<file path="config.mk">
export PLATFORM = sky130hd
export DESIGN_NAME = rx_mmio_ctrl
export DESIGN_NICKNAME = d
export VERILOG_FILES = /design/src/common/uart_rx_mmio_pkg.sv /design/src/design/rx_mmio_ctrl.sv
export SDC_FILE = /design/constraint.sdc
export NUM_CORES = 1
export LEC_CHECK = 0
export ABC_AREA = 1
export BUFFER_PORTS_ARGS = -buffer_cell sky130_fd_sc_hd__buf_4
export CAP_MARGIN = 20
export CORE_MARGIN = 10
export CORE_UTILIZATION = 37
export DETAILED_ROUTE_END_ITERATION = 10
export PLACE_DENSITY = 0.74
export SYNTH_ARGS = -nofsm -noshare
export SYNTH_HDL_FRONTEND = slang
export SYNTH_SLANG_ARGS = --single-unit
</file>
<file path="constraint.sdc">
create_clock -name clk -period 1.9 [get_ports clk]
set_clock_uncertainty 0.15 [all_clocks]
set_input_delay 0.38 -clock clk [delete_from_list [all_inputs] [get_ports clk]]
set_output_delay 0.38 -clock clk [all_outputs]
set_load 0.01 [all_outputs]
</file>
<file path="src/common/uart_rx_mmio_pkg.sv">
package uart_rx_mmio_pkg;

    // ========================================
    // address map
    // ========================================

    // byte offsets seen by the bus master
    // anything that is not one of the two registers reads the buffer at addr[9:2]
    localparam logic [31:0] RX_TAIL_OFFSET  = 32'h0000_0400;
    localparam logic [31:0] RX_COUNT_OFFSET = 32'h0000_0404;

    // 256 words of 4 bytes fill exactly the 1 KiB below the tail register
    localparam int RX_BUF_WORDS = 256;

    // ========================================
    // control and decode types
    // ========================================

    // MERGE reads the tail word, WRITE stores it back with the new byte in place
    typedef enum logic [1:0] {
        IDLE,
        MERGE,
        WRITE,
        READ
    } rx_state_e;

    // source of the read data for a bus read
    typedef enum logic [1:0] {
        SEL_BUF,
        SEL_TAIL,
        SEL_COUNT
    } reg_sel_e;

endpackage
</file>
<file path="src/design/rx_mmio_ctrl.sv">
module rx_mmio_ctrl (
    input  logic                       clk,
    input  logic                       rst_n,
    input  logic                       cmd_start,
    input  logic                       cmd_write,
    input  logic [31:0]                addr,
    input  logic                       byte_valid,
    input  logic [7:0]                 byte_data,
    input  uart_rx_mmio_pkg::reg_sel_e reg_sel,
    input  logic [9:0]                 tail,
    output logic                       cmd_ready,
    output logic [31:0]                cmd_addr,
    output logic [7:0]                 ram_addr,
    output logic                       ram_wr,
    output logic [1:0]                 lane,
    output logic [7:0]                 lane_byte,
    output logic                       advance,
    output logic                       flush,
    output logic                       rd_capture
);

    uart_rx_mmio_pkg::rx_state_e state;
    uart_rx_mmio_pkg::rx_state_e state_next;
    logic       accept;
    logic       start_merge;
    logic       pend;
    logic       wr_pend;
    logic [7:0] byte_q;

    // an arriving byte always wins over the bus in the same cycle
    assign cmd_ready = (state == uart_rx_mmio_pkg::IDLE) && !byte_valid && !pend;
    assign accept    = cmd_start && cmd_ready;

    // reg_sel is decoded from cmd_addr, which holds the accepted write address here
    assign flush = wr_pend && (reg_sel == uart_rx_mmio_pkg::SEL_TAIL);

    // ========================================
    // state machine
    // ========================================

    // while a flush clears the tail a new byte waits one cycle
    always_comb begin
        case (state)
            uart_rx_mmio_pkg::IDLE:  start_merge = (byte_valid || pend) && !flush;
            uart_rx_mmio_pkg::READ:  start_merge = byte_valid || pend;
            uart_rx_mmio_pkg::WRITE: start_merge = pend;
            default:                 start_merge = 1'b0;
        endcase
    end

    always_comb begin
        state_next = state;
        if (start_merge) begin
            state_next = uart_rx_mmio_pkg::MERGE;
        end else begin
            case (state)
                uart_rx_mmio_pkg::IDLE: begin
                    if (accept && !cmd_write) begin
                        state_next = uart_rx_mmio_pkg::READ;
                    end
                end
                uart_rx_mmio_pkg::MERGE: state_next = uart_rx_mmio_pkg::WRITE;
                default:                 state_next = uart_rx_mmio_pkg::IDLE;
            endcase
        end
    end

    always_ff @(posedge clk or negedge rst_n) begin
        if (!rst_n) begin
            state      <= uart_rx_mmio_pkg::IDLE;
            pend       <= 1'b0;
            wr_pend    <= 1'b0;
            rd_capture <= 1'b0;
        end else begin
            state <= state_next;
            if (start_merge) begin
                pend <= 1'b0;
            end else if (byte_valid) begin
                pend <= 1'b1;
            end
            wr_pend    <= accept && cmd_write;
            rd_capture <= (state == uart_rx_mmio_pkg::READ);
        end
    end

    always_ff @(posedge clk) begin
        if (byte_valid) begin
            byte_q <= byte_data;
        end
        if (accept) begin
            cmd_addr <= addr;
        end
    end

    // ========================================
    // datapath controls
    // ========================================
    assign ram_addr  = (state == uart_rx_mmio_pkg::READ) ? cmd_addr[9:2] : tail[9:2];
    assign ram_wr    = (state == uart_rx_mmio_pkg::WRITE);
    assign advance   = (state == uart_rx_mmio_pkg::WRITE);
    assign lane      = tail[1:0];
    assign lane_byte = byte_q;

endmodule

</file>
# Yosys cells after proc, flatten, opt, wreduce, memory -nomap -nowiden
# Cells that the tools add are included.
# classes
eq_ne	5
muxes	7
reduce_logical	14
# op_table
operator	n
$mux 8	1
$logic_and 1x1->1	7
$eq 2x1->1 const B	2
$eq 2x2->1 const B	2
$logic_not 1->1	4
$mux 2	2
$pmux 2 s2	1
$ne 3x2->1 const B	1
$pmux 1 s3	1
$logic_not 2->1	1
$mux 1	2
$reduce_bool 2->1	1
$logic_or 1x1->1	1
# totals
regBits	45
in_bits	57
out_inout_bits	55
wordCells	32

# Depth between registers and ports, before layout
# logic_depth
word_depth	8
ltp_mapped	6

# Worst setup path before layout
# No wires, ideal clock.
# synth_timing
kind	flip-flop to flip-flop
from	reg pend
to	reg cmd_addr[0] (enable)
setup_ps	373
arrival_ps	1006
slack_ps	371
stages_incl_launch_ff	4
synth_period_minus_slack_ps	1529
cell_sequence	dfrtp_1 nor2_2 nand3_2 inv_2
# synth_between
elab_chain_cells	3
# synth_rtl
item	line_no	text
start, declared	rx_mmio_ctrl.sv:26	logic pend;
start signal, assigned	rx_mmio_ctrl.sv:71	pend <= 1'b0;
start signal, assigned	rx_mmio_ctrl.sv:77	pend <= 1'b0;
start signal, assigned	rx_mmio_ctrl.sv:79	pend <= 1'b1;
$logic_not 1->1	rx_mmio_ctrl.sv:31	assign cmd_ready = (state == uart_rx_mmio_pkg::IDLE) && !byte_valid && !pend;
$logic_and 1x1->1	rx_mmio_ctrl.sv:31	
$logic_and 1x1->1	rx_mmio_ctrl.sv:32	assign accept = cmd_start && cmd_ready;
via accept	rx_mmio_ctrl.sv:24	logic accept;
end signal, assigned	rx_mmio_ctrl.sv:91	cmd_addr <= addr;
end, declared	rx_mmio_ctrl.sv:12	output logic [31:0] cmd_addr,
# The timed path passes the listed nets, and every way through them passes these cells.
# A chain may end at the register's enable or synchronous reset.

# Final worst setup path
# layout_timing
from	reg state[0]
to	out ram_addr[1]
# layout_between
elab_chain_cells	2
# layout_rtl
item	line_no	text
start, declared	rx_mmio_ctrl.sv:22	uart_rx_mmio_pkg::rx_state_e state;
start signal, assigned	rx_mmio_ctrl.sv:70	state <= uart_rx_mmio_pkg::IDLE;
start signal, assigned	rx_mmio_ctrl.sv:75	state <= state_next;
$eq 2x2->1	rx_mmio_ctrl.sv:98	assign ram_addr = (state == uart_rx_mmio_pkg::READ) ? cmd_addr[9:2] : tail[9:2];
$mux 8	rx_mmio_ctrl.sv:98	
end, declared	rx_mmio_ctrl.sv:13	output logic [7:0] ram_addr,
# No other way between the ends.

==> out/qor.yml <==
power:
  ir_drop_v: 0.000678
  leakage_nw: 1.18
  totalPowerFinal_mw: 2.74
  p_per_area_nw_per_um2: 1070
run_status:
  status: "finished, final reports clean"
logic_synthesis:
  synthDistinctLibCells: 15
  synthDominantCellAreaShare: 0.764
  yosysTopAreaCell: "edfxtp_1"
  synth-seq-cells: 45
  synthCells: 102
  synth_nets: 159
  yosysWarnings: 0
  synth_area_per_cell_um2: 15.4
  syn-cell-area_um2: 1570
  synth_area_leaders: "edfxtp_1 76%, dfrtp_1 8.0%, nand2_1 6.2%"
  yosysSeqAreaShare: 0.843
cts:
  cts_sinks: 45
  clk_pin_slew_ns: 0.09
  numCtsBuffers: 5
  cts-root-buf: "clkbuf_8"
  htreeDepth: 2
  clockBufferDepth: 2
  cts_tree: "built"
  clock_latency_ns: 0.29
die:
  core_um2: 4060
  ios: 112
  die_y_um: 85.2
  die_w_um: 85.2
  start_util: 0.388
  die-area_um2: 7260
  rows: 23
global_routing:
  met3_usage: 0.0975
  antenna_found_initial: 0
  met1_usage: 0.110
  track_usage: 0.124
  grt-ovfl-total: 0
  grt_pass1_vias: 1365
  grt_max_degree: 34
  met2_usage: 0.206
  busiest_layer: "met2"
  grt_pass1_wl_um: 7060
timing:
  period_share: 0.924
  finalSetupViolCount: 0
  hold_slack_ns: 0.104
  setup_tns_ns: 0
  fmax_mhz: 570
  rsz0062_at_grt: "false"
  relSlewSlack: 0.871
  slew_viol_final: 0
  hold_viol_final: 0
  period_minus_slack_ns: 1.76
  tightestPinTransition_ns: 0.191
drt:
  drc: 0
  wire_per_inst_um: 16.9
  via_count: 1174
  firstDrtPassIters: 4
  postRouteAntennaNets: 0
  vias_per_cell: 4.40
  wirelength_um: 4510
  first_iter_violations: 56
critical_path:
  cpMostUsedCell: "nand2_1"
  critical_path_class: "reg2out"
  cp_num_buf_inv: 2
  max_stage_delay_ns: 0.42
  path_cells: "nand2_2 > inv_4 > nand2_1 > nand2_1 > buf_4"
  worstPathArrival_ns: 1.23
  crit_family: "flip-flops"
  critical_path.max_fanout: 9
  critical_path.slowest_cell: "dfrtp_1"
  startpoint_type: "flip-flop"
  crit_required_ns: 1.37
  worst_setup_path_end_kind: "output port"
cells_and_area:
  antennaDiodeCount: 0
  nets: 273
  layout_common_cells: "108 x buf_4, 40 x edfxtp_1, 26 x nand2_1, 9 x nor2_1, 7 x inv_1"
  area_growth_pct: 63.3
  final_common_cell: "buf_4"
  fin_cells: 267
  final_layout_size_suffix_gt1_frac: 0.567
  utilization: 0.633
placed_design:
  hpwl_um: 3740
  finalWeightedCongestion: 0.772
  dpl.cell_count: 257
  port_buffers: 107
flow_run:
  drv_cap: 0
worst_hold_path:
  hold_class: "in2reg"
[synthesized netlist by cell type]
cell type,n
dfrtp_1,5
nand2_2,1
nor2_2,2
nor2_1,9
nand2_1,26
o21ai_0,1
inv_1,7
nor3_1,1
nand3_2,1
edfxtp_1,40
inv_2,2
a21oi_1,1
buf_4,3
nand3_1,2
o21ai_1,1
[through the flow]
stage / instance area [µm²] / setup WS (ns)
4_1_cts: 2560 / 0.0717
2_1_floorplan: 1570 / 0.371
5_1_grt: 2570 / 0.0278
6_report: 2570 / 0.144
3_3_place_gp: 2440 / 0.359
3_5_place_dp: 2440 / 0.324
[what timing repair did]
item                                    4_1_cts  5_1_grt
endpoints found under the setup margin        0        7
hold buffers                                  1        0
gates resized for setup                       0        1
endpoints found under the hold margin         5        0
buffers inserted                              0        1
[path summary, 6_finish.rpt]
kind | start | endpoint | slack [ns] | cells after the start
max reg2reg | pend | cmd_addr[9] | 0.45 | 4
min in group asynchronous | rst_n | wr_pend | 0.26 | 2
max | state[0] | ram_addr[1] | 0.14 | 5
min reg2reg | state[1] | wr_pend | 0.46 | 3
min | addr[1] | cmd_addr[1] | 0.10 | 1
max in group asynchronous | rst_n | state[0] | 1.22 | 2
[sequential cells by signal, summed over array words and instances, names as in the netlist]
register / count
rd_capture: 1
lane_byte: 8
cmd_addr: 32
state: 2
pend: 1
wr_pend: 1
[report_power, final]
| part | total, mW | internal [mW] | switching [mW] | leakage, nW |
|---|---|---|---|---|
| registers | 1.27 | 1.21 | 0.0564 | 0.432 |
| logic | 0.759 | 0.367 | 0.392 | 0.692 |
| clock network | 0.717 | 0.394 | 0.323 | 0.0585 |
| total | 2.74 | 1.97 | 0.771 | 1.18 |
[cell families (layout without fill, tap and decap cells)]
family          Yosys count  count (layout)  synth area share
flops                    45              45             0.843
simple gates             42              42             0.111
compound gates            3               3           0.00954
buf+inv                  12             127            0.0358
[layer usage]
metal	wire [µm]	vias to the layer above
met1	1420	532
met4	91	0
met2	2250	60
met5	0	-
li1	-	574
met3	756	8
[layout make-up]
cell class	instances	area (µm²)
Tap cell	50	62.6
Timing Repair Buffer	110	841
Clock buffer	5	68.8
Multi-Input combinational cell	45	190
Inverter	9	36.3
Fill cell	326	1490
Clock inverter	3	43.8
Sequential cell	45	1330
Power figures use the tool's default switching activity.
