--- config.mk ---
export PLATFORM = sky130hd
export DESIGN_NAME = rx_read_port
export DESIGN_NICKNAME = d
export VERILOG_FILES = /design/src/common/uart_rx_mmio_pkg.sv /design/src/design/rx_read_port.sv
export SDC_FILE = /design/constraint.sdc
export NUM_CORES = 1
export LEC_CHECK = 0
export ABC_CLOCK_PERIOD_IN_PS = 1600
export BUFFER_PORTS_ARGS = -buffer_cell sky130_fd_sc_hd__buf_2
export CAP_MARGIN = 20
export CORE_MARGIN = 3
export CORE_UTILIZATION = 36
export DETAILED_ROUTE_END_ITERATION = 16
export GPL_TIMING_DRIVEN = 0
export PLACE_DENSITY = 0.82
export SLEW_MARGIN = 20
export SYNTH_ARGS = -nofsm -noshare
export SYNTH_HDL_FRONTEND = slang
export SYNTH_SLANG_ARGS = --single-unit
--- constraint.sdc ---
create_clock -name clk -period 1.6 [get_ports clk]
set_input_delay 0.32 -clock clk [delete_from_list [all_inputs] [get_ports clk]]
set_output_delay 0.32 -clock clk [all_outputs]
set_load 0.1 [all_outputs]
--- src/common/uart_rx_mmio_pkg.sv ---
package uart_rx_mmio_pkg;

    // ========================================
    // address map
    // ========================================

    // byte offsets seen by the bus master
    // anything that is not one of the two registers reads the buffer at addr[9:2]
    localparam logic [31:0] RX_TAIL_OFFSET  = 32'h0000_0400;
    localparam logic [31:0] RX_COUNT_OFFSET = 32'h0000_0404;

    // 256 words of 4 bytes fill exactly the 1 KiB below the tail register
    localparam int RX_BUF_WORDS = 256;

    // ========================================
    // control and decode types
    // ========================================

    // MERGE reads the tail word, WRITE stores it back with the new byte in place
    typedef enum logic [1:0] {
        IDLE,
        MERGE,
        WRITE,
        READ
    } rx_state_e;

    // source of the read data for a bus read
    typedef enum logic [1:0] {
        SEL_BUF,
        SEL_TAIL,
        SEL_COUNT
    } reg_sel_e;

endpackage
--- src/design/rx_read_port.sv ---
module rx_read_port (
    input  logic                       clk,
    input  logic                       rst_n,
    input  logic [31:0]                addr,
    input  logic                       rd_capture,
    input  logic [31:0]                ram_rdata,
    input  logic [9:0]                 tail,
    input  logic [31:0]                wrap_count,
    output uart_rx_mmio_pkg::reg_sel_e reg_sel,
    output logic [31:0]                rdata,
    output logic                       rdata_valid
);

    logic [31:0] sel_word;

    // ========================================
    // address decode
    // ========================================
    always_comb begin
        if (addr == uart_rx_mmio_pkg::RX_TAIL_OFFSET) begin
            reg_sel = uart_rx_mmio_pkg::SEL_TAIL;
        end else if (addr == uart_rx_mmio_pkg::RX_COUNT_OFFSET) begin
            reg_sel = uart_rx_mmio_pkg::SEL_COUNT;
        end else begin
            reg_sel = uart_rx_mmio_pkg::SEL_BUF;
        end
    end

    always_comb begin
        case (reg_sel)
            uart_rx_mmio_pkg::SEL_TAIL:  sel_word = {22'd0, tail};
            uart_rx_mmio_pkg::SEL_COUNT: sel_word = wrap_count;
            default:                     sel_word = ram_rdata;
        endcase
    end

    // ========================================
    // read data register
    // ========================================
    always_ff @(posedge clk) begin
        if (rd_capture) begin
            rdata <= sel_word;
        end
    end

    // one valid cycle per captured read
    always_ff @(posedge clk or negedge rst_n) begin
        if (!rst_n) begin
            rdata_valid <= 1'b0;
        end else begin
            rdata_valid <= rd_capture;
        end
    end

endmodule

== Word level (Yosys, flattened, before mapping) ==
Cells that the tools add are included.
Cells by class
  eq/ne operators: 4
  muxes and demuxes: 3
Operators by type and width (number)
  32-bit by 11-bit equality test with 1-bit output, second input constant: 2
  32-bit case mux with 2 select lines: 1
  2-bit 2-to-1 mux: 2
  2-bit by 1-bit equality test with 1-bit output, second input constant: 1
  2-bit equality test, second input constant: 1
Word-level totals
  register bits after elaboration: 33

== Logic depth before layout (Yosys ltp) ==
Gate-level depths: netlist of the first run.
  depth in word-level cells: 5
  depth in mapped cells: 5
  gate-level depth less buffers: 4

== Worst setup path after synthesis of the first run ==
No wires, ideal clock.
  path type: input-to-output
  start: in addr[13]
  end: out reg_sel[0]
  arrival: 3.135 ns
  slack: -1.855 ns
  cell stages on the path: 4
  buffers on the path: 1
  path through: nor4_2 -> nand4_4 -> buf_2 -> nor3_1
On the way
  cells in the longest elaborated chain, start to end: 2
Ends and longest elaborated chain
  from (decl): line rx_read_port.sv:4  | input logic [31:0] addr,
  32-bit by 11-bit equality test with 1-bit output: line rx_read_port.sv:20  | if (addr == uart_rx_mmio_pkg::RX_TAIL_OFFSET) begin
  2-bit 2-to-1 mux: line rx_read_port.sv:20
  to (decl): line rx_read_port.sv:9  | output uart_rx_mmio_pkg::reg_sel_e reg_sel,
No other way between the ends.

== Worst setup path after layout of the first run ==
  start: in addr[9]
  end: out reg_sel[0]
Same word-level chain as after synthesis.

==> results of run 1 <==
sequential cells by signal (all words and copies together), names as in the netlist:
signal       count
rdata           32
rdata_valid      1
path summary, 6_finish.rpt:
path	start	endpoint	slack [ps]	depth (start not counted)
worst max-delay path	addr[9]	reg_sel[0]	-210	6
worst min-delay path	ram_rdata[25]	rdata[25]	320	3
max in group asynchronous	rst_n	rdata_valid	1180	2
min in group asynchronous	rst_n	rdata_valid	340	2
Yosys cell counts:
| library cell | instances |
|---|---|
| nor2_4 | 1 |
| nand4_4 | 1 |
| o21ai_0 | 22 |
| nor3_1 | 2 |
| nor4_2 | 4 |
| dfrtp_1 | 1 |
| o31ai_1 | 22 |
| nor4b_4 | 1 |
| nor4_4 | 2 |
| buf_2 | 6 |
| and2_1 | 1 |
| mux2_4 | 9 |
| edfxtp_1 | 32 |
| clkbuf_1 | 6 |
| nand4_2 | 1 |
| mux2_2 | 11 |
| buf_12 | 1 |
| nand2_1 | 22 |
routing by layer:
layer  GRT usage  up-vias
li1            -      877
met1      0.2025      796
met2      0.2988      103
met3     0.04176        8
met4     0.06584        0
met5           0        -
area by class of cell:
type | instances | area share
timing repair buffer | 152 | 0.3048
multi-input combinational | 99 | 0.2869
sequential | 33 | 0.3286
clock inverter | 2 | 0.003336
buffer | 11 | 0.02419
tap | 67 | 0.02794
clock buffer | 6 | 0.02419
what timing repair did:
| item | 4_1_cts | 5_1_grt |
|---|---|---|
| endpoints found under the setup margin | 11 | 31 |
| resized for setup | 19 | 28 |
| cloned | 0 | 1 |
| hold buffers | 1 | 0 |
| endpoints found under the hold margin | 1 | 0 |
| buffers inserted | 4 | 4 |
| pin swaps | 6 | 4 |
cell families after synthesis:
logic type             count (synthesis)  share of synthesized area
buffers and inverters                 13                    0.03916
multiplexers                          20                     0.1398
AND/OR/NAND/NOR                       35                     0.1404
AO/OA/AOI/OAI                         44                     0.1486
flip-flops                            33                     0.5321
worst max-delay path: cells and delay by family:
kind	cells	cell delay, ps
buf+inv	3	480
simple gates	3	680
power by group:
part	internal [uW]	total [uW]	switching, uW
logic	217	843	625
clock network	301	608	306
registers	1020	1040	14.2
per-stage QoR:
stage | hold slack (ps) | setup WS [ps] | cells | total power [uW] | setup TNS (ps)
after global routing | 316.9 | -268.1 | 370 | 2612 | -1478
after CTS | 325.3 | -266.0 | 366 | 2507 | -1501
after detailed placement | 95.71 | -652.9 | 354 | 1884 | -8879
final | 324.1 | -210.6 | 370 | 2487 | -690.0
after floorplan | 24.41 | -497.6 | 145 | 1647 | -1233
after global placement | 96.11 | -643.0 | 354 | 1875 | -8430
==> results.md, run 1 <==
- Worst EP required: ~1300 ps
- Clock buffer count from CTS: 5
- Worst Path Max Fanout: 6
- Register clock-pin slew on the reported worst setup and hold paths: 70 ps
- Worst path cell trace: buf_6, nor4_4, nand4_4, buf_8, nor3_4, buf_12
- HPWL Detailed: 4041 um
- Final core occ: 0.6188
- Leak: ~0.0013 uW
- WP data arrival: approximately 1500 ps
- Top cells by area, synth: edfxtp_1 (52%), o31ai_1 (8.9%), mux2_4 (7.3%)
- Initial core utilization: 0.3822
- Total global-route track usage: 0.1716
- Setup crit end kind: output pin
- Antenna diode count: 0
- Die X-Extent: about 80 um
- Fill cells: between 300 and 400
- Yosys top cell by area: edfxtp_1
- Failing checks: setup timing
- First-pass GRT wire length: 7976 um
- DR vias: approximately 1800
- Syn Nets: roughly 250
- Avg Cell Area, Syn: 12.78 um^2
- Clk sink count: 33
- Reg area: 985.9 um^2
- Drt first pass iters: 4
- Multi-input logic area: about 860 um^2
- Final Hold Viols: 0
- Die Ht: between 70 and 80 um
- Slew HR: 0.4901
- Yosys reg bits: 33
- Post-route antenna net violation count: 0
- CTS tree: yes
- Min Tclk post-route: 1811 ps
- Metal3 WL: slightly below 500 um
- Gpl congestion: 0.7653
- Wire length on met2: about 2800 um
- Post-synth cell types: 18
- Crit Path Category: in -> out
- Period utilization: 1.132
- Highest Signal Layer: met4
- Max-cap viol count: 0
- Vias in the first global route: between 1500 and 2000
- Routed WL: between 5000 and 6000 um
- DP Area: 2716 um^2
- Drt wl/cell: about 15 um
- Sequential-to-total area share from yosys stat: 0.5321
- Netlist Area Pre-Place: approximately 1900 um^2
- Largest net degree at the start of global routing: 34
- Slowest cell on the critical path: nor4_4
- RSZ-0062 raised after global routing: yes
- CTS Buffer Depth: 2
- Largest stage delay on the critical path: 330 ps
- Startpoint types: input port
- CTS H-tree depth: 2
- Fin worst setup slack: -210.6 ps
- Yosys top cell area share: 0.5186
- Power per cell area: 829.0 nW/um^2
- Clk root buf: clkbuf_8
- Status: finished, violations left
- Iter 0 DRT Violations: 65
- Most common cell after layout, fill and taps aside: buf_2
- Final setup viols: 12
- # DRC: 0
- I/O Pins: approximately 140
- Final Max Tran Viols: 0
- Syn-to-layout area delta: 61.92%
- Die area: 6044 um^2
- Synth Warn #: 0
- Final Instance Area: between 3000 and 4000 um^2
- Share of cells above drive strength 1: 0.6601
- DR vias/cell: roughly 4.8
- M1 WL: between 2000 and 2500 um
- HP Class: in -> reg
- Row cnt: 25
- Initial antenna violation count: 0
- Worst-Margin Slew: around 760 ps
- Remaining global-route overflow: 0
- Core Area: between 4000 and 5000 um^2
- Achievable clock frequency: approximately 550 MHz
- Most frequent cells in the layout: buf_2 (136), edfxtp_1 (32), nand2_1 (22), o31ai_1 (22), o21ai_1 (12)
- Mapped Cells: ~150
- Nets@finish: roughly 400
- Max IR drop VDD: between 0.0002 and 0.0003 V
- Number of I/O port buffers: approximately 140
(Power assumes the default switching activity.)
==> run 2: changes to the inputs <==
--- a/config.mk
+++ b/config.mk
@@ -5,15 +5,17 @@
 export SDC_FILE = /design/constraint.sdc
 export NUM_CORES = 1
 export LEC_CHECK = 0
-export ABC_CLOCK_PERIOD_IN_PS = 1600
+export ABC_AREA = 1
+export ABC_CLOCK_PERIOD_IN_PS = 2100
 export BUFFER_PORTS_ARGS = -buffer_cell sky130_fd_sc_hd__buf_2
 export CAP_MARGIN = 20
 export CORE_MARGIN = 3
-export CORE_UTILIZATION = 36
+export CORE_UTILIZATION = 40
 export DETAILED_ROUTE_END_ITERATION = 16
 export GPL_TIMING_DRIVEN = 0
-export PLACE_DENSITY = 0.82
+export PLACE_DENSITY = 0.86
 export SLEW_MARGIN = 20
 export SYNTH_ARGS = -nofsm -noshare
 export SYNTH_HDL_FRONTEND = slang
 export SYNTH_SLANG_ARGS = --single-unit
+export TNS_END_PERCENT = 100
==> constraint.sdc (replaced) <==
create_clock -name clk -period 2.1 [get_ports clk]
set_input_delay 0.42 -clock clk [delete_from_list [all_inputs] [get_ports clk]]
set_output_delay 0.42 -clock clk [all_outputs]
set_load 0.1 [all_outputs]
==> run 2 against run 1 <==
  * Wire length is 6.5% lower
  * Global-route usage increased by 1.6 points
  * Die area is 11% lower
  * The run now ends clean
  * Sequential power decreased by 24%
  * Via count increased by 12%
==> results.md, run 2 <==
- DR vias: 1996 (+12%)
- Total power: 1842 uW (-26%)
- Vias in the first global route: 1794 (+3.5%)
- Worst Hold Slack: 414.1 ps (+89.92 ps)
- Synth async-reset ratio: 0.03030 (unchanged)
- Max IR drop VDD: 0.0003136 V (+8.0%)
- Biggest register: rdata
- Min Tclk post-route: slightly below 2000 ps
- EDFF count, synth: 32 (unchanged)
- Remaining global-route overflow: 0 (unchanged)
- Gpl congestion: 0.7962 (+4.0%)
- CTS tree: yes
- Initial core utilization: 0.4345 (+0.05229)
- Most common cell after layout, fill and taps aside: buf_2
- Total global-route track usage: 0.1872 (+0.01561)
- Worst Path Max Fanout: 10 (+4)
- Antenna diode count: 0 (unchanged)
- Post-synth cell types: 13 (-5)
- Nets@finish: 486 (+18%)
- RSZ-0062 raised after global routing: no
- Avg Cell Area, Syn: 8.022 um^2 (-37%)
- Crit Path Category: in -> out
- # DRC: 0 (unchanged)
- Worst-Margin Slew: 713.9 ps (-50.93 ps)
- Power per cell area: 672.2 nW/um^2 (-19%)
- Clk root buf: clkbuf_8
- Post-Place Cells: 419 (+18%)
- Yosys top cell by area: edfxtp_1
- Top cells by area, synth: edfxtp_1 (53%), nand2_1 (17%), nand3_1 (14%)
- Setup crit end kind: output pin
- Clock buffer count from CTS: 5 (unchanged)
- Drt first pass iters: 4 (unchanged)
- Startpoint types: input port
- Sequential-to-total area share from yosys stat: 0.5438 (+0.01175)
- WP data arrival: 1540 ps (+50 ps)
- Final Max Tran Viols: 0 (unchanged)
- Period utilization: 0.9316
- Mapped Cells: 226 (+56%)
- HP Class: in -> reg
- Die Ht: 73.33 um (-5.7%)
- Slew HR: 0.5241 (+0.03395)
- Worst EP required: 1680 ps (+400 ps)
- Largest net degree at the start of global routing: 34 (unchanged)
- Yosys reg bits: 33 (unchanged)
- Achievable clock frequency: ~510 MHz
- Main synth FF type: edfxtp_1
- CTS H-tree depth: 2 (unchanged)
- Drt wl/cell: 11.84 um (-19%)
- I/O Pins: 144 (unchanged)
- Clk sink count: 33 (unchanged)
- Most frequent cells in the layout: buf_2 (150), nand2_1 (79), nand3_1 (52)
- HPWL Detailed: 4012 um (-0.73%)
- Routed WL: 5068 um (-6.5%)
- Initial antenna violation count: 0 (unchanged)
- First-pass GRT wire length: 7831 um (-1.8%)
- Iter 0 DRT Violations: 111 (+71%)
- Row cnt: 23 (-8.0%)
- Count leader, synth: nand2_1
- Final Hold Viols: 0 (unchanged)
- Die area: 5377 um^2 (-11%)
- Share of cells above drive strength 1: 0.4471 (-0.2130)
- Yosys top cell area share: 0.5300 (+0.01145)
- Final setup viols: 0 (-12)
- Synth Warn #: 0 (unchanged)
- Top flop regs: rdata (32), rdata_valid (1)
- Syn Nets: 335 (+32%)
- Status: finished, final reports clean
- Die X-Extent: 73.33 um (-5.7%)
- DR vias/cell: 4.664 (-3.3%)
- Layout Cells excl Fill: 428 (+16%)
- CTS Buffer Depth: 2 (unchanged)
- Post-route antenna net violation count: 0 (unchanged)
- Number of flip-flops in the largest register: 32 (unchanged)
- Top cells by count, synth: nand2_1 (80), nand3_1 (52), edfxtp_1 (32), inv_1 (29), nor2_1 (14)
- Syn-to-layout area delta: 51.14%
- Netlist Area Pre-Place: 1813 um^2 (-2.2%)
- Core Area: 4173 um^2 (-14%)
- Max-cap viol count: 0 (unchanged)
- Number of I/O port buffers: 143 (+0.70%)
- Leak: 0.001491 uW (+13%)
- Register clock-pin slew on the reported worst setup and hold paths: 60 ps (about the same)
## run 2: cell types whose count changed in the layout (fill, tap and decap cells not counted), moves of 12 or more
cell and change:
o31ai_1 -22, inv_1 +28, buf_2 +14, nand2_1 +57, nand3_1 +52, nor2_1 +12, o21ai_1 -12
## run 2: cell type report
type	count	area [um^2]
sequential	33	985.9
buffer	12	75.07
fill	363	1433
multi-input combinational	150	650.6
timing repair buffer	144	755.7
inverter	31	120.1
tap	50	62.56
clock buffer	8	90.09
## run 2: worst paths after layout
path / from / endpoint / depth (start not counted)
max: addr[23] / reg_sel[0] / 9
min: wrap_count[20] / rdata[20] / 3
max in group asynchronous: rst_n / rdata_valid / 2
min in group asynchronous: rst_n / rdata_valid / 2
## run 2: through the flow
stage            util  cell area [um^2]  TNS [ps]  setup slack, ps
5_1_grt        0.6567              2740         0            11.71
6_report       0.6567              2740         0            143.6
4_1_cts        0.6480              2704   -0.4309          -0.4309
2_1_floorplan       -              1817         0            220.6
3_5_place_dp   0.6219              2595    -318.5           -187.5
3_3_place_gp   0.6219              2595    -280.0           -175.7
## run 2: per-layer routing
layer	vias up	routed length (um)	track usage	part of all wire
met2	83	2706	0.3307	0.53
met4	0	54	0.05433	0.011
met1	885	1862	0.2256	0.37
li1	1024	-	-	-
met3	4	445	0.04514	0.088
met5	-	0	0	0
## run 2: timing repair
action                                  4_1_cts  5_1_grt
hold buffers                                  1        0
setup buffers                                 0        0
endpoints found under the setup margin        2        2
hold endpoints to repair                      1        0
resized for setup                             3       10
## run 2: kinds of logic (layout without fill, tap and decap cells)
group / count (synthesis) / count (layout) / synth area share
buffers and inverters: 43 / 195 / 0.1042
flip-flops: 33 / 33 / 0.5438
AND/OR/NAND/NOR: 150 / 150 / 0.3520
## run 2: worst max-delay path: stages
cell and delay [ps]:
buf_2 100, nor2_1 80, and2_1 120, nand2_1 80, nor2_4 150, nand2_2 110
clkbuf_4 220, clkinvlp_4 100, buf_12 160
## run 2: report_power, final
| group | leakage (uW) | switching (uW) | internal (uW) |
|---|---|---|---|
| clock | 0.0000455 | 208 | 267 |
| combinational | 0.00112 | 449 | 126 |
| sequential | 0.000325 | 11.2 | 780 |
