<file path="src/design/rx_ring_pointer.sv">
module rx_ring_pointer (
    input  logic        clk,
    input  logic        rst_n,
    input  logic        advance,
    input  logic        flush,
    output logic [9:0]  tail,
    output logic [31:0] wrap_count
);

    logic at_last;

    assign at_last = (tail == 10'd1023);

    // tail is the byte index of the next free slot and wraps at 1024
    always_ff @(posedge clk or negedge rst_n) begin
        if (!rst_n) begin
            tail       <= 10'd0;
            wrap_count <= 32'd0;
        end else if (flush) begin
            tail       <= 10'd0;
            wrap_count <= 32'd0;
        end else if (advance) begin
            tail <= tail + 10'd1;
            if (at_last) begin
                wrap_count <= wrap_count + 32'd1;
            end
        end
    end

endmodule

</file>
<file path="config.mk">
export PLATFORM = sky130hd
export DESIGN_NAME = rx_ring_pointer
export DESIGN_NICKNAME = d
export VERILOG_FILES = /design/src/design/rx_ring_pointer.sv
export SDC_FILE = /design/constraint.sdc
export NUM_CORES = 1
export LEC_CHECK = 0
export ABC_AREA = 1
export BUFFER_PORTS_ARGS = -buffer_cell sky130_fd_sc_hd__buf_2
export CAP_MARGIN = 30
export CORE_MARGIN = 4
export CORE_UTILIZATION = 50
export DETAILED_ROUTE_END_ITERATION = 10
export PLACE_DENSITY = 0.74
export SETUP_SLACK_MARGIN = 0.02
export SYNTH_ARGS = -nofsm -noshare
export SYNTH_HDL_FRONTEND = slang
export SYNTH_SLANG_ARGS = --single-unit
export TNS_END_PERCENT = 20
</file>
<file path="constraint.sdc">
create_clock -name clk -period 1.4 [get_ports clk]
set_input_delay 0.14 -clock clk [delete_from_list [all_inputs] [get_ports clk]]
set_output_delay 0.14 -clock clk [all_outputs]
set_load 0.02 [all_outputs]
</file>
**After elaboration in Yosys (flattened, before gate mapping)**

Index checks and enable logic that the tools add are counted.

- Register bits after elaboration: 42
- Input port bits: 4
- Output and inout port bits: 42
- Logic and storage cells: 13

- Add/subtract/negate cells: 2
- Equal/unequal tests: 1
- Muxes and demuxes: 5
- Reductions and logical operators: 3

Operators with widths:

| cell | count |
|---|---|
| two-way mux 32 bit | 3 |
| adder 32 x 1 -> 32 bit, second input constant | 1 |
| two-way mux 10 bit | 2 |
| adder 10 x 1 -> 10 bit, second input constant | 1 |
| == test 10 bit, second input constant | 1 |
| nonzero test 2 bit | 2 |
| AND reduction 2 bit | 1 |

**Depth between registers and ports, before layout**

Gate-level depths: netlist (run 1).

- Depth after elaboration: 4
- Gate-level depth with buffers: 10
- Mapped depth without buffers: 9

**Worst setup path after synthesis (run 1)**

Ideal clock, no wire load.

- Path type: reg2reg
- From: register tail[0]
- To: register wrap_count[13]
- Library setup time: 0.129 ns
- Data arrival time: 1.477 ns
- Data required time: 1.271 ns
- Slack: -0.206 ns
- Stages on the path, launching flop included: 10
- Path buffers: 1
- Period minus slack after synthesis: 1.606 ns
- Cell sequence: dfrtp_1 -> ha_1 -> nand2_1 -> nor2_4 -> nand2_2 -> nor2_4 -> buf_6 -> nand2_2 -> xor2_1 -> nor2_2

- Cells in the longest elaborated chain, start to end: 3

RTL lines:

| what | line | text |
|---|---|---|
| start: declaration | 6 | `output logic [9:0] tail,` |
| start signal: assignment | 23 | `tail <= tail + 10'd1;` |
| == test 10 bit | 12 | `assign at_last = (tail == 10'd1023);` |
| nonzero test 2 bit (no line) | n/a |  |
| AND reduction 2 bit (no line) | n/a |  |
| end signal: assignment | 25 | `wrap_count <= wrap_count + 32'd1;` |
| end: declaration | 7 | `output logic [31:0] wrap_count` |

No other way between the ends.
A chain may end at the register's enable or synchronous reset.

**Final worst setup path (run 1)**

- From: register wrap_count[1]
- To: register wrap_count[18]

- Cells in the longest elaborated chain, start to end: 4

RTL lines:

| what | line | text |
|---|---|---|
| adder 32 x 1 -> 32 bit | 25 |  |
| two-way mux 32 bit | 24 | `if (at_last) begin` |
| two-way mux 32 bit | 22 | `end else if (advance) begin` |
| two-way mux 32 bit | 19 | `end else if (flush) begin` |

No other way between the ends. The select of a mux whose other input is x is not followed.

==> results_dict.tcl, run 1 <==
set metrics [dict create \
    maxSlewViolCount 0 \
    grt_pass1_vias 2532 \
    vdd_ir_drop_max_mv 0.456 \
    insertion_delay_ns 0.30 \
    drc_errors 0 \
    cts_buffers 5 \
    finClkSkew_ns 0.00960 \
    cp_slowest_stage_delay_ns 0.42 \
    maxSlewHeadroom_pct 58.7 \
    ant_nets 0 \
    critical-path-top-delay-family "simple AND/OR/NAND/NOR gates" \
    die_x_um 78.9 \
    cpMostUsedCell "nor2_4" \
    synth_compound_area_share_pct 8.25 \
    cts_sinks 42 \
    status "finished with violations" \
    finalSetupViolations 22 \
    grt_pass1_wl_um 11800 \
    ys_warn_count 0 \
    worst_pin_slew_ns 0.619 \
    gp_congestion 0.908 \
    fin_area_um2 3380 \
    yosysSeqAreaShare_pct 41.8 \
    pre_cts_ws_ns -0.0828 \
    avgSynthCellArea_um2 6.95 \
    place_hpwl_um 5140 \
    synth_top_family_by_area "simple AND/OR/NAND/NOR gates" \
    netlist_area_um2 2520 \
    setup_slack_ns -0.0901 \
    min-delay-path-class "primary input to register" \
    syn_nets 368 \
    fp.dieH_um 78.9 \
    clk_path_buf_depth 2 \
    grt_overflow 0 \
    top_layer "met4" \
    drv_cap 0 \
    syn2layout_area_growth_pct 34.5 \
    worstHoldPathCells 3 \
    finalSetupTns_ns -0.997 \
    port_buffers 45 \
    cp_num_buf_inv 0 \
    grt_max_degree 27 \
    drive_above_1_share_pct 33.6 \
    yosys.area_share.simple_pct 40.8 \
    violations "setup timing" \
    row_count 25 \
    crit_type "register to register" \
    required_ns 1.59 \
    muxShareOfSynthArea_pct 0 \
    cp-start-kind "register" \
    cts_root_buf "clkbuf_8" \
    final_nets 457 \
    grt_use_total_pct 23.9 \
    cts.clk_slew.worst_paths_ns 0.09 \
    hold_viol 0 \
    synth_seq_cells 42 \
    critPathCaptureType "register" \
    dieArea_um2 6230 \
    synthAdderAreaFrac_pct 0.995 \
    routedWlPerCell_um 13.5 \
    synth_xor_area_share_pct 1.04 \
    antenna_found_initial 0 \
    arrival_ns 1.68 \
    wl_met1_um 3070 \
    place_area_um2 3120 \
    r2r-end "wrap_count[18]$_DFFE_PN0P_" \
    critPathSlowestCell "dfrtp_2" \
    path_cells "ha_4 > nand2_2 > nor2_4 > nand2_4 > nor2_4 > nand3_1 > nand2_1 > nor2_1" \
    wl_um 7010 \
    initial_utilization_pct 52.6 \
    synth_cell_type_count 27 \
    ff2ff_path_depth 8 \
    grt_setup_unrepaired "true" \
    diodes 0 \
    vias 2622 \
    wl_met3_um 390 \
    critPathLaunch "wrap_count[1]$_DFFE_PN0P_" \
    cts_tree "built" \
    core_area_um2 4790 \
    r2r_slack_ns -0.09 \
    wl_met2_um 3490 \
    path_max_fanout 7 \
    cts_htree_levels 2 \
    io_pins 46 \
    dr.pass1.iters 4 \
    synth_cells 362 \
    power_density_nw_per_um2 636 \
    fin_crit_ns 1.49 \
    drt_iter0_markers 279 \
    fin_crit_sh_pct 106 \
    viasPerCell 5.05 \
    min_to "tail[0]$_DFFE_PN0P_" \
    max_freq_mhz 671 \
    p_leak_nw 1.61 \
    hp-start "advance" \
    rr_startpoint "wrap_count[1]$_DFFE_PN0P_" \
]
## placed cells by master, fill, tap and decap left out
cell type / n
buf_6: 1
dfrtp_1: 33
a21o_1: 2
clkbuf_8: 5
nor3_2: 1
o21ai_1: 4
xor2_2: 1
clkbuf_1: 1
o21ai_2: 2
inv_2: 3
nor2_4: 16
o21bai_1: 2
nand2_4: 4
inv_1: 33
nand4_1: 7
clkinv_2: 2
o21ai_0: 7
nand3_2: 4
nor3_1: 2
or2_2: 1
buf_12: 1
nor2_1: 64
a21oi_1: 21
xor2_1: 2
ha_4: 2
nand2_1: 94
dfrtp_2: 9
dlygate4sd3_1: 1
buf_2: 45
buf_4: 40
nand3b_1: 1
nand3_1: 25
nor2_2: 9
nand2_2: 6
a211oi_1: 1
## stage by stage
| step | util [%] | hold slack [ns] | power [W] | instances |
|---|---|---|---|---|
| after floorplan | - | -0.156 | 0.00131 | 362 |
| after global placement | 65.3 | 0.178 | 0.00138 | 505 |
| after detailed placement | 65.3 | 0.188 | 0.00138 | 505 |
| after CTS | 68.0 | 0.129 | 0.00216 | 515 |
| after global routing | 70.7 | 0.152 | 0.00224 | 519 |
| final | 70.7 | 0.134 | 0.00215 | 519 |
## tightest hold or removal path, cell delays in order
cell	delay [ns]
buf_2	0.14
nor2_1	0.09
nor2_1	0.05
## flip-flops by register name (all words and copies together) (netlist names)
signal	flops
tail	10
wrap_count	32
## Yosys cell counts, drive strengths merged
master | number | area [um^2]
a211oi | 1 | 7.51
a21o | 2 | 15.0
a21oi | 21 | 105
buf | 4 | 33.8
clkbuf | 3 | 11.3
dfrtp | 42 | 1050
ha | 2 | 25.0
inv | 36 | 135
nand2 | 104 | 408
nand3 | 29 | 150
nand3b | 1 | 7.51
nand4 | 7 | 43.8
nor2 | 88 | 395
nor3 | 3 | 15.0
o21ai | 13 | 65.1
o21bai | 2 | 15.0
or2 | 1 | 6.26
xor2 | 3 | 26.3
## area by class of cell
class	count	area [um^2]
clock inverters	2	10.0
clock buffers	6	72.6
repair buffers	88	567
fillers	420	1400
multi-input cells	278	1450
flip-flops and latches	42	1060
inverters	36	135
well taps	67	83.8
## how the worst max path moves through the flow
stage | endpoint | slack [ns] | cells after the start
after floorplan | wrap_count[13]$_DFFE_PN0P_ | -0.09 | 9
after CTS | wrap_count[30]$_DFFE_PN0P_ | -0.08 | 10
after global placement | wrap_count[28]$_DFFE_PN0P_ | -0.04 | 8
final | wrap_count[18]$_DFFE_PN0P_ | -0.09 | 8
after global routing | wrap_count[22]$_DFFE_PN0P_ | -0.20 | 7
after detailed placement | wrap_count[22]$_DFFE_PN0P_ | -0.08 | 8
## metal layers
metal | track usage (%) | up-vias
met5 | 0 | -
met2 | 40.0 | 72
met3 | 4.31 | 6
li1 | - | 1327
met4 | 6.19 | 0
met1 | 32.0 | 1217
## report_power, final
group	switching [W]	leakage [nW]	internal, W
logic	0.0000900	0.999	0.0000451
clock network	0.000446	0.0450	0.000347
registers	0.00000607	0.570	0.00122
## timing repair
action,in CTS,in global routing
pin swaps,2,6
endpoints found under the hold margin,24,0
resized for setup,10,32
setup buffers,0,4
hold buffers,1,0
setup endpoints to repair,28,35
gates cloned,1,0
## logic make-up after synthesis
kind of cell / Yosys count
compound gates: 39
flops: 42
fa+ha+maj: 2
buf+inv: 43
simple gates: 233
xor+xnor: 3
Power figures use the tool's default switching activity.
==> run 2: changes to the inputs <==
- clock period: 1.4 -> 1.3 ns (I/O delays scaled with it)
==> run 2 against run 1 <==
  * The flow still finishes with violations (setup timing)
  * Count of clock-buffer cells in the layout did not move
  * Sequential share of layout area fell by 0.91 points
  * Combinational power grew 15%
  * First-iteration DRC count decreased by 34%
  * Flip-flop and latch count unchanged
  * Fmax increased by 1.3%
  * Non-clock buffer count rose by 14
  * Largest power group unchanged
==> results_dict.tcl, run 2 (same netlist as run 1, synthesis figures left out) <==
set metrics [dict create \
    final_nets 471 \
    worstHoldPathCells 3 \
    clk_path_buf_depth 2 \
    stdcell_count 533 \
    path_max_fanout 9 \
    insertion_delay_ns 0.30 \
    port_buffers 45 \
    reg_top3 "wrap_count: 32 flops, tail: 10 flops" \
    syn2layout_area_growth_pct 38.0 \
    critPathSlowestCell "dfrtp_2" \
    pre_cts_ws_ns -0.165 \
    gp_congestion 0.890 \
    io_pins 46 \
    dr.pass1.iters 4 \
    grt_use_total_pct 24.5 \
    hold_viol 0 \
    drv_cap 0 \
    final_cell_mix "nand2_1, nor2_1, buf_4" \
    cts_buffers 5 \
    drc_errors 0 \
    place_hpwl_um 5040 \
    drive_above_1_share_pct 33.7 \
    grt_overflow 0 \
    violations "setup timing" \
    cts_htree_levels 2 \
    cp_num_buf_inv 0 \
    fin_crit_sh_pct 113 \
    row_count 25 \
    status "finished with violations" \
    grt_setup_unrepaired "true" \
    vdd_ir_drop_max_mv 0.623 \
    routedWlPerCell_um 13.0 \
    grtUsageMet3_pct 4.42 \
    grt_use_met1_pct 32.3 \
    cts_sinks 42 \
    core_area_um2 4790 \
    required_ns 1.50 \
    maxSlewViolCount 0 \
    wl_um 6940 \
    drt_iter0_markers 185 \
    grt_pass1_wl_um 12200 \
    ant_nets 0 \
    max_freq_mhz 680 \
    ff2ff_path_depth 8 \
    vias 2704 \
    largest_reg_flops 32 \
    critical-path-top-delay-family "simple AND/OR/NAND/NOR gates" \
    dieArea_um2 6230 \
    worst_pin_slew_ns 0.245 \
    maxSlewHeadroom_pct 83.7 \
    place_inst 522 \
    timing.hold.ws_ns 0.152 \
    initial_utilization_pct 52.6 \
    cts_root_buf "clkbuf_8" \
    die_x_um 78.9 \
    cp_slowest_stage_delay_ns 0.40 \
    grt_max_degree 43 \
    finish.utilization_pct 72.6 \
    grt_busiest_layer "met2" \
    power_density_nw_per_um2 686 \
    grt_use_met2_pct 40.1 \
    min-delay-path-class "primary input to register" \
    critPathCaptureType "register" \
    viasPerCell 5.07 \
    fillers 412 \
    crit_type "register to register" \
    setup_slack_ns -0.171 \
    fin_crit_ns 1.47 \
    p_leak_nw 1.69 \
    cts_tree "built" \
    finalSetupViolations 35 \
    cp_num_cells 8 \
    finClkSkew_ns 0.00734 \
    path_cells "ha_4 > nand3_2 > nor2_4 > nand2_4 > nor2_4 > nand3_1 > nand2_1 > nor2_1" \
    layout_commonest_cell "nand2_1" \
    grt_pass1_vias 2674 \
    cpMostUsedCell "nor2_4" \
    fp.dieH_um 78.9 \
    cp-start-kind "register" \
    diodes 0 \
    cts.clk_slew.worst_paths_ns 0.09 \
    antenna_found_initial 0 \
    largest-register "wrap_count" \
    arrival_ns 1.67 \
]
==> run 2: changes by cell type in the layout (fill, tap and decap cells not counted), moves of 3 or more <==
cell     previous run  this run
dfrtp_1            33        36
dfrtp_2             9         6
nor2_4             16        10
nor2_1             64        71
buf_4              40        51
==> run 2: cell type report <==
type | instances | area (um^2) | share of cell area (%)
Clock buffer | 6 | 82.6 | 2.38
Tap cell | 67 | 83.8 | 2.41
Sequential cell | 42 | 1060 | 30.5
Timing Repair Buffer | 102 | 701 | 20.2
Clock inverter | 2 | 12.5 | 0.360
Inverter | 36 | 135 | 3.89
Multi-Input combinational cell | 278 | 1400 | 40.3
==> run 2: report_power, final <==
group	leakage (nW)	total (W)	internal [W]	switching, W
combinational	1.06	0.000155	0.0000545	0.000100
sequential	0.576	0.00132	0.00131	0.00000662
clock	0.0472	0.000910	0.000427	0.000482
==> run 2: worst paths after layout <==
| kind | slack, ns | startpoint | end |
|---|---|---|---|
| worst max-delay path | -0.17 | tail[0]$_DFFE_PN0P_ | wrap_count[18]$_DFFE_PN0P_ |
| worst min-delay path | 0.15 | advance | tail[0]$_DFFE_PN0P_ |
| min in group asynchronous | 0.32 | rst_n | tail[5]$_DFFE_PN0P_ |
| worst min register to register | 0.58 | wrap_count[2]$_DFFE_PN0P_ | wrap_count[2]$_DFFE_PN0P_ |
| max in group asynchronous | 0.73 | rst_n | wrap_count[0]$_DFFE_PN0P_ |
| worst max register to register | -0.17 | tail[0]$_DFFE_PN0P_ | wrap_count[18]$_DFFE_PN0P_ |
==> run 2: timing repair <==
item,CTS,global route
hold buffers,1,0
cloned,1,0
endpoints found under the hold margin,42,0
gates resized for setup,8,17
endpoints found under the setup margin,34,38
buffers inserted,0,1
pin swaps,5,3
==> run 2: worst register-to-register path: stages (launching register included) <==
cell and delay (ns):
dfrtp_2 0.40, ha_4 0.16, nand3_2 0.10, nor2_4 0.14, nand2_4 0.14, nor2_4 0.23
nand3_1 0.10, nand2_1 0.07, nor2_1 0.04
==> run 2: routing by layer <==
layer,up-vias,wire length (um)
li1,1350,-
met1,1261,3110
met2,78,3250
met3,15,397
met4,0,174
met5,-,0
==> run 2: through the flow <==
step	power [W]	instance area, um^2	setup TNS [ns]
finish	0.00238	3470	-3.65
global placement	0.00149	3280	-2.29
detailed placement	0.00149	3280	-3.31
floorplan	0.00141	2570	-2.94
CTS	0.00240	3410	-3.60
global route	0.00249	3470	-7.52
==> run 3: changes to the inputs <==
- SETUP_SLACK_MARGIN: 0.02 -> 0.05
==> run 3 against run 2 <==
  * The run still ends with setup timing left
  * Count of clock-buffer cells in the layout is the same
  * Via count is essentially flat
  * Largest cell class unchanged
  * Clock skew shrank 0.00056 ns
  * Die area is the same
  * Critical path type unchanged
==> results_dict.tcl, run 3 (same netlist as run 1, synthesis figures left out) <==
set metrics [dict create \
    grt_setup_unrepaired "true" \
    arrival_ns 1.68 \
    io_pins 46 \
    row_count 25 \
    cts_buffers 5 \
    setup_slack_ns -0.178 \
    finalSetupTns_ns -3.60 \
    r2r-end "wrap_count[18]$_DFFE_PN0P_" \
    grt_max_degree 43 \
    final_nets 471 \
    drc_errors 0 \
    finalSetupViolations 35 \
    drive_above_1_share_pct 33.7 \
    stdcell_count 533 \
    wl_um 6960 \
    path_max_fanout 9 \
    power_density_nw_per_um2 687 \
    fp.dieH_um 78.9 \
    initial_utilization_pct 52.6 \
    multiInputGateArea_um2 1400 \
    grt_use_total_pct 24.5 \
    status "finished with violations" \
    reg_top3 "wrap_count: 32 flops, tail: 10 flops" \
    largest_reg_flops 32 \
    vias 2705 \
    grt_pass1_vias 2672 \
    place_inst 522 \
    layout_commonest_cell "nand2_1" \
    viasPerCell 5.08 \
    die_x_um 78.9 \
    max_freq_mhz 676 \
    dr.pass1.iters 4 \
    cts_sinks 42 \
    seqPwrFrac_pct 55.2 \
    endpoint "wrap_count[18]$_DFFE_PN0P_" \
    seq_area_um2 1060 \
    p_total_w 0.00239 \
    min-delay-path-class "primary input to register" \
    r2r_slack_ns -0.18 \
    grt_overflow 0 \
    vdd_ir_drop_max_mv 0.625 \
    p_comb_share_pct 6.5 \
    violations "setup timing" \
    cp-start-kind "register" \
    port_buffers 45 \
    crit_type "register to register" \
    internal_power_w 0.00179 \
    clk_path_buf_depth 2 \
    switchingPower_w 0.000593 \
    maxSlewViolCount 0 \
    p_leak_nw 1.69 \
    cts_root_buf "clkbuf_8" \
    gp_congestion 0.890 \
    drt_iter0_markers 197 \
    rr_startpoint "tail[0]$_DFFE_PN0P_" \
    dieArea_um2 6230 \
    ant_nets 0 \
    cts_tree "built" \
    fillers 412 \
    finClkSkew_ns 0.00678 \
    worst_pin_slew_ns 0.235 \
    swShare_pct 24.8 \
    cts.clk_slew.worst_paths_ns 0.09 \
    final_cell_mix "nand2_1, nor2_1, buf_4" \
    antenna_found_initial 0 \
    hold_viol 0 \
    routedWlPerCell_um 13.1 \
    critPathLaunch "tail[0]$_DFFE_PN0P_" \
    ff2ff_path_depth 8 \
    place_hpwl_um 5040 \
    largest-register "wrap_count" \
    critPathCaptureType "register" \
    cts_htree_levels 2 \
    fin_crit_ns 1.48 \
    diodes 0 \
    insertion_delay_ns 0.30 \
    timing.hold.ws_ns 0.150 \
    core_area_um2 4790 \
    required_ns 1.50 \
    finish.utilization_pct 72.6 \
    syn2layout_area_growth_pct 38.0 \
    fin_crit_sh_pct 114 \
    clockPowerShare_pct 38.3 \
    maxSlewHeadroom_pct 84.2 \
    drv_cap 0 \
    grt_pass1_wl_um 12200 \
]
-- run 3: area by class of cell --
cell class	count	area share, %
Sequential cell	42	30.5
Timing Repair Buffer	102	20.2
Tap cell	67	2.41
Inverter	36	3.89
Multi-Input combinational cell	278	40.3
Clock buffer	6	2.38
Clock inverter	2	0.360
-- run 3: repair_timing --
action | CTS | global route
buffers inserted | 0 | 1
resized for setup | 8 | 17
hold buffers | 1 | 0
hold endpoints to repair | 42 | 0
setup endpoints to repair | 37 | 38
gates cloned | 1 | 0
pin swaps | 6 | 4
-- run 3: worst min-delay path by stage --
stage / from / end / slack, ns / cells after the start
2_1_floorplan: rst_n / tail[0]$_DFFE_PN0P_ / -0.17 / 0
3_3_place_gp: rst_n / tail[0]$_DFFE_PN0P_ / 0.12 / 2
3_5_place_dp: rst_n / tail[5]$_DFFE_PN0P_ / 0.12 / 2
4_1_cts: advance / tail[0]$_DFFE_PN0P_ / 0.14 / 3
5_1_grt: advance / tail[0]$_DFFE_PN0P_ / 0.16 / 3
6_report: advance / tail[0]$_DFFE_PN0P_ / 0.15 / 3
-- run 3: metrics by stage --
step	setup WS [ns]	instance area (um^2)
floorplan	-0.189	2570
global placement	-0.138	3280
detailed placement	-0.165	3280
CTS	-0.162	3410
global route	-0.293	3470
finish	-0.178	3470
-- run 3: layer usage --
layer	up-vias	routed length, um	GRT usage (%)
met5	-	0	0
met4	0	76	9.45
met3	6	412	4.42
met2	76	3360	40.1
met1	1274	3110	32.3
li1	1349	-	-
-- run 3: worst max-delay path, cell delays in order (launching register included) --
cell and delay (ns):
dfrtp_2 0.40, ha_4 0.16, nand3_2 0.10, nor2_4 0.13, nand2_4 0.14, nor2_4 0.22
nand3_1 0.10, nand2_1 0.08, nor2_1 0.05
-- run 3: power groups by stage --
stage                     Combinational, W  Clock (W)  Sequential [W]
after CTS                         0.000149   0.000931         0.00132
after global routing              0.000176   0.000992         0.00132
after floorplan                  0.0000560          0         0.00135
after global placement            0.000142          0         0.00134
after detailed placement          0.000145          0         0.00134
final                             0.000155   0.000914         0.00132
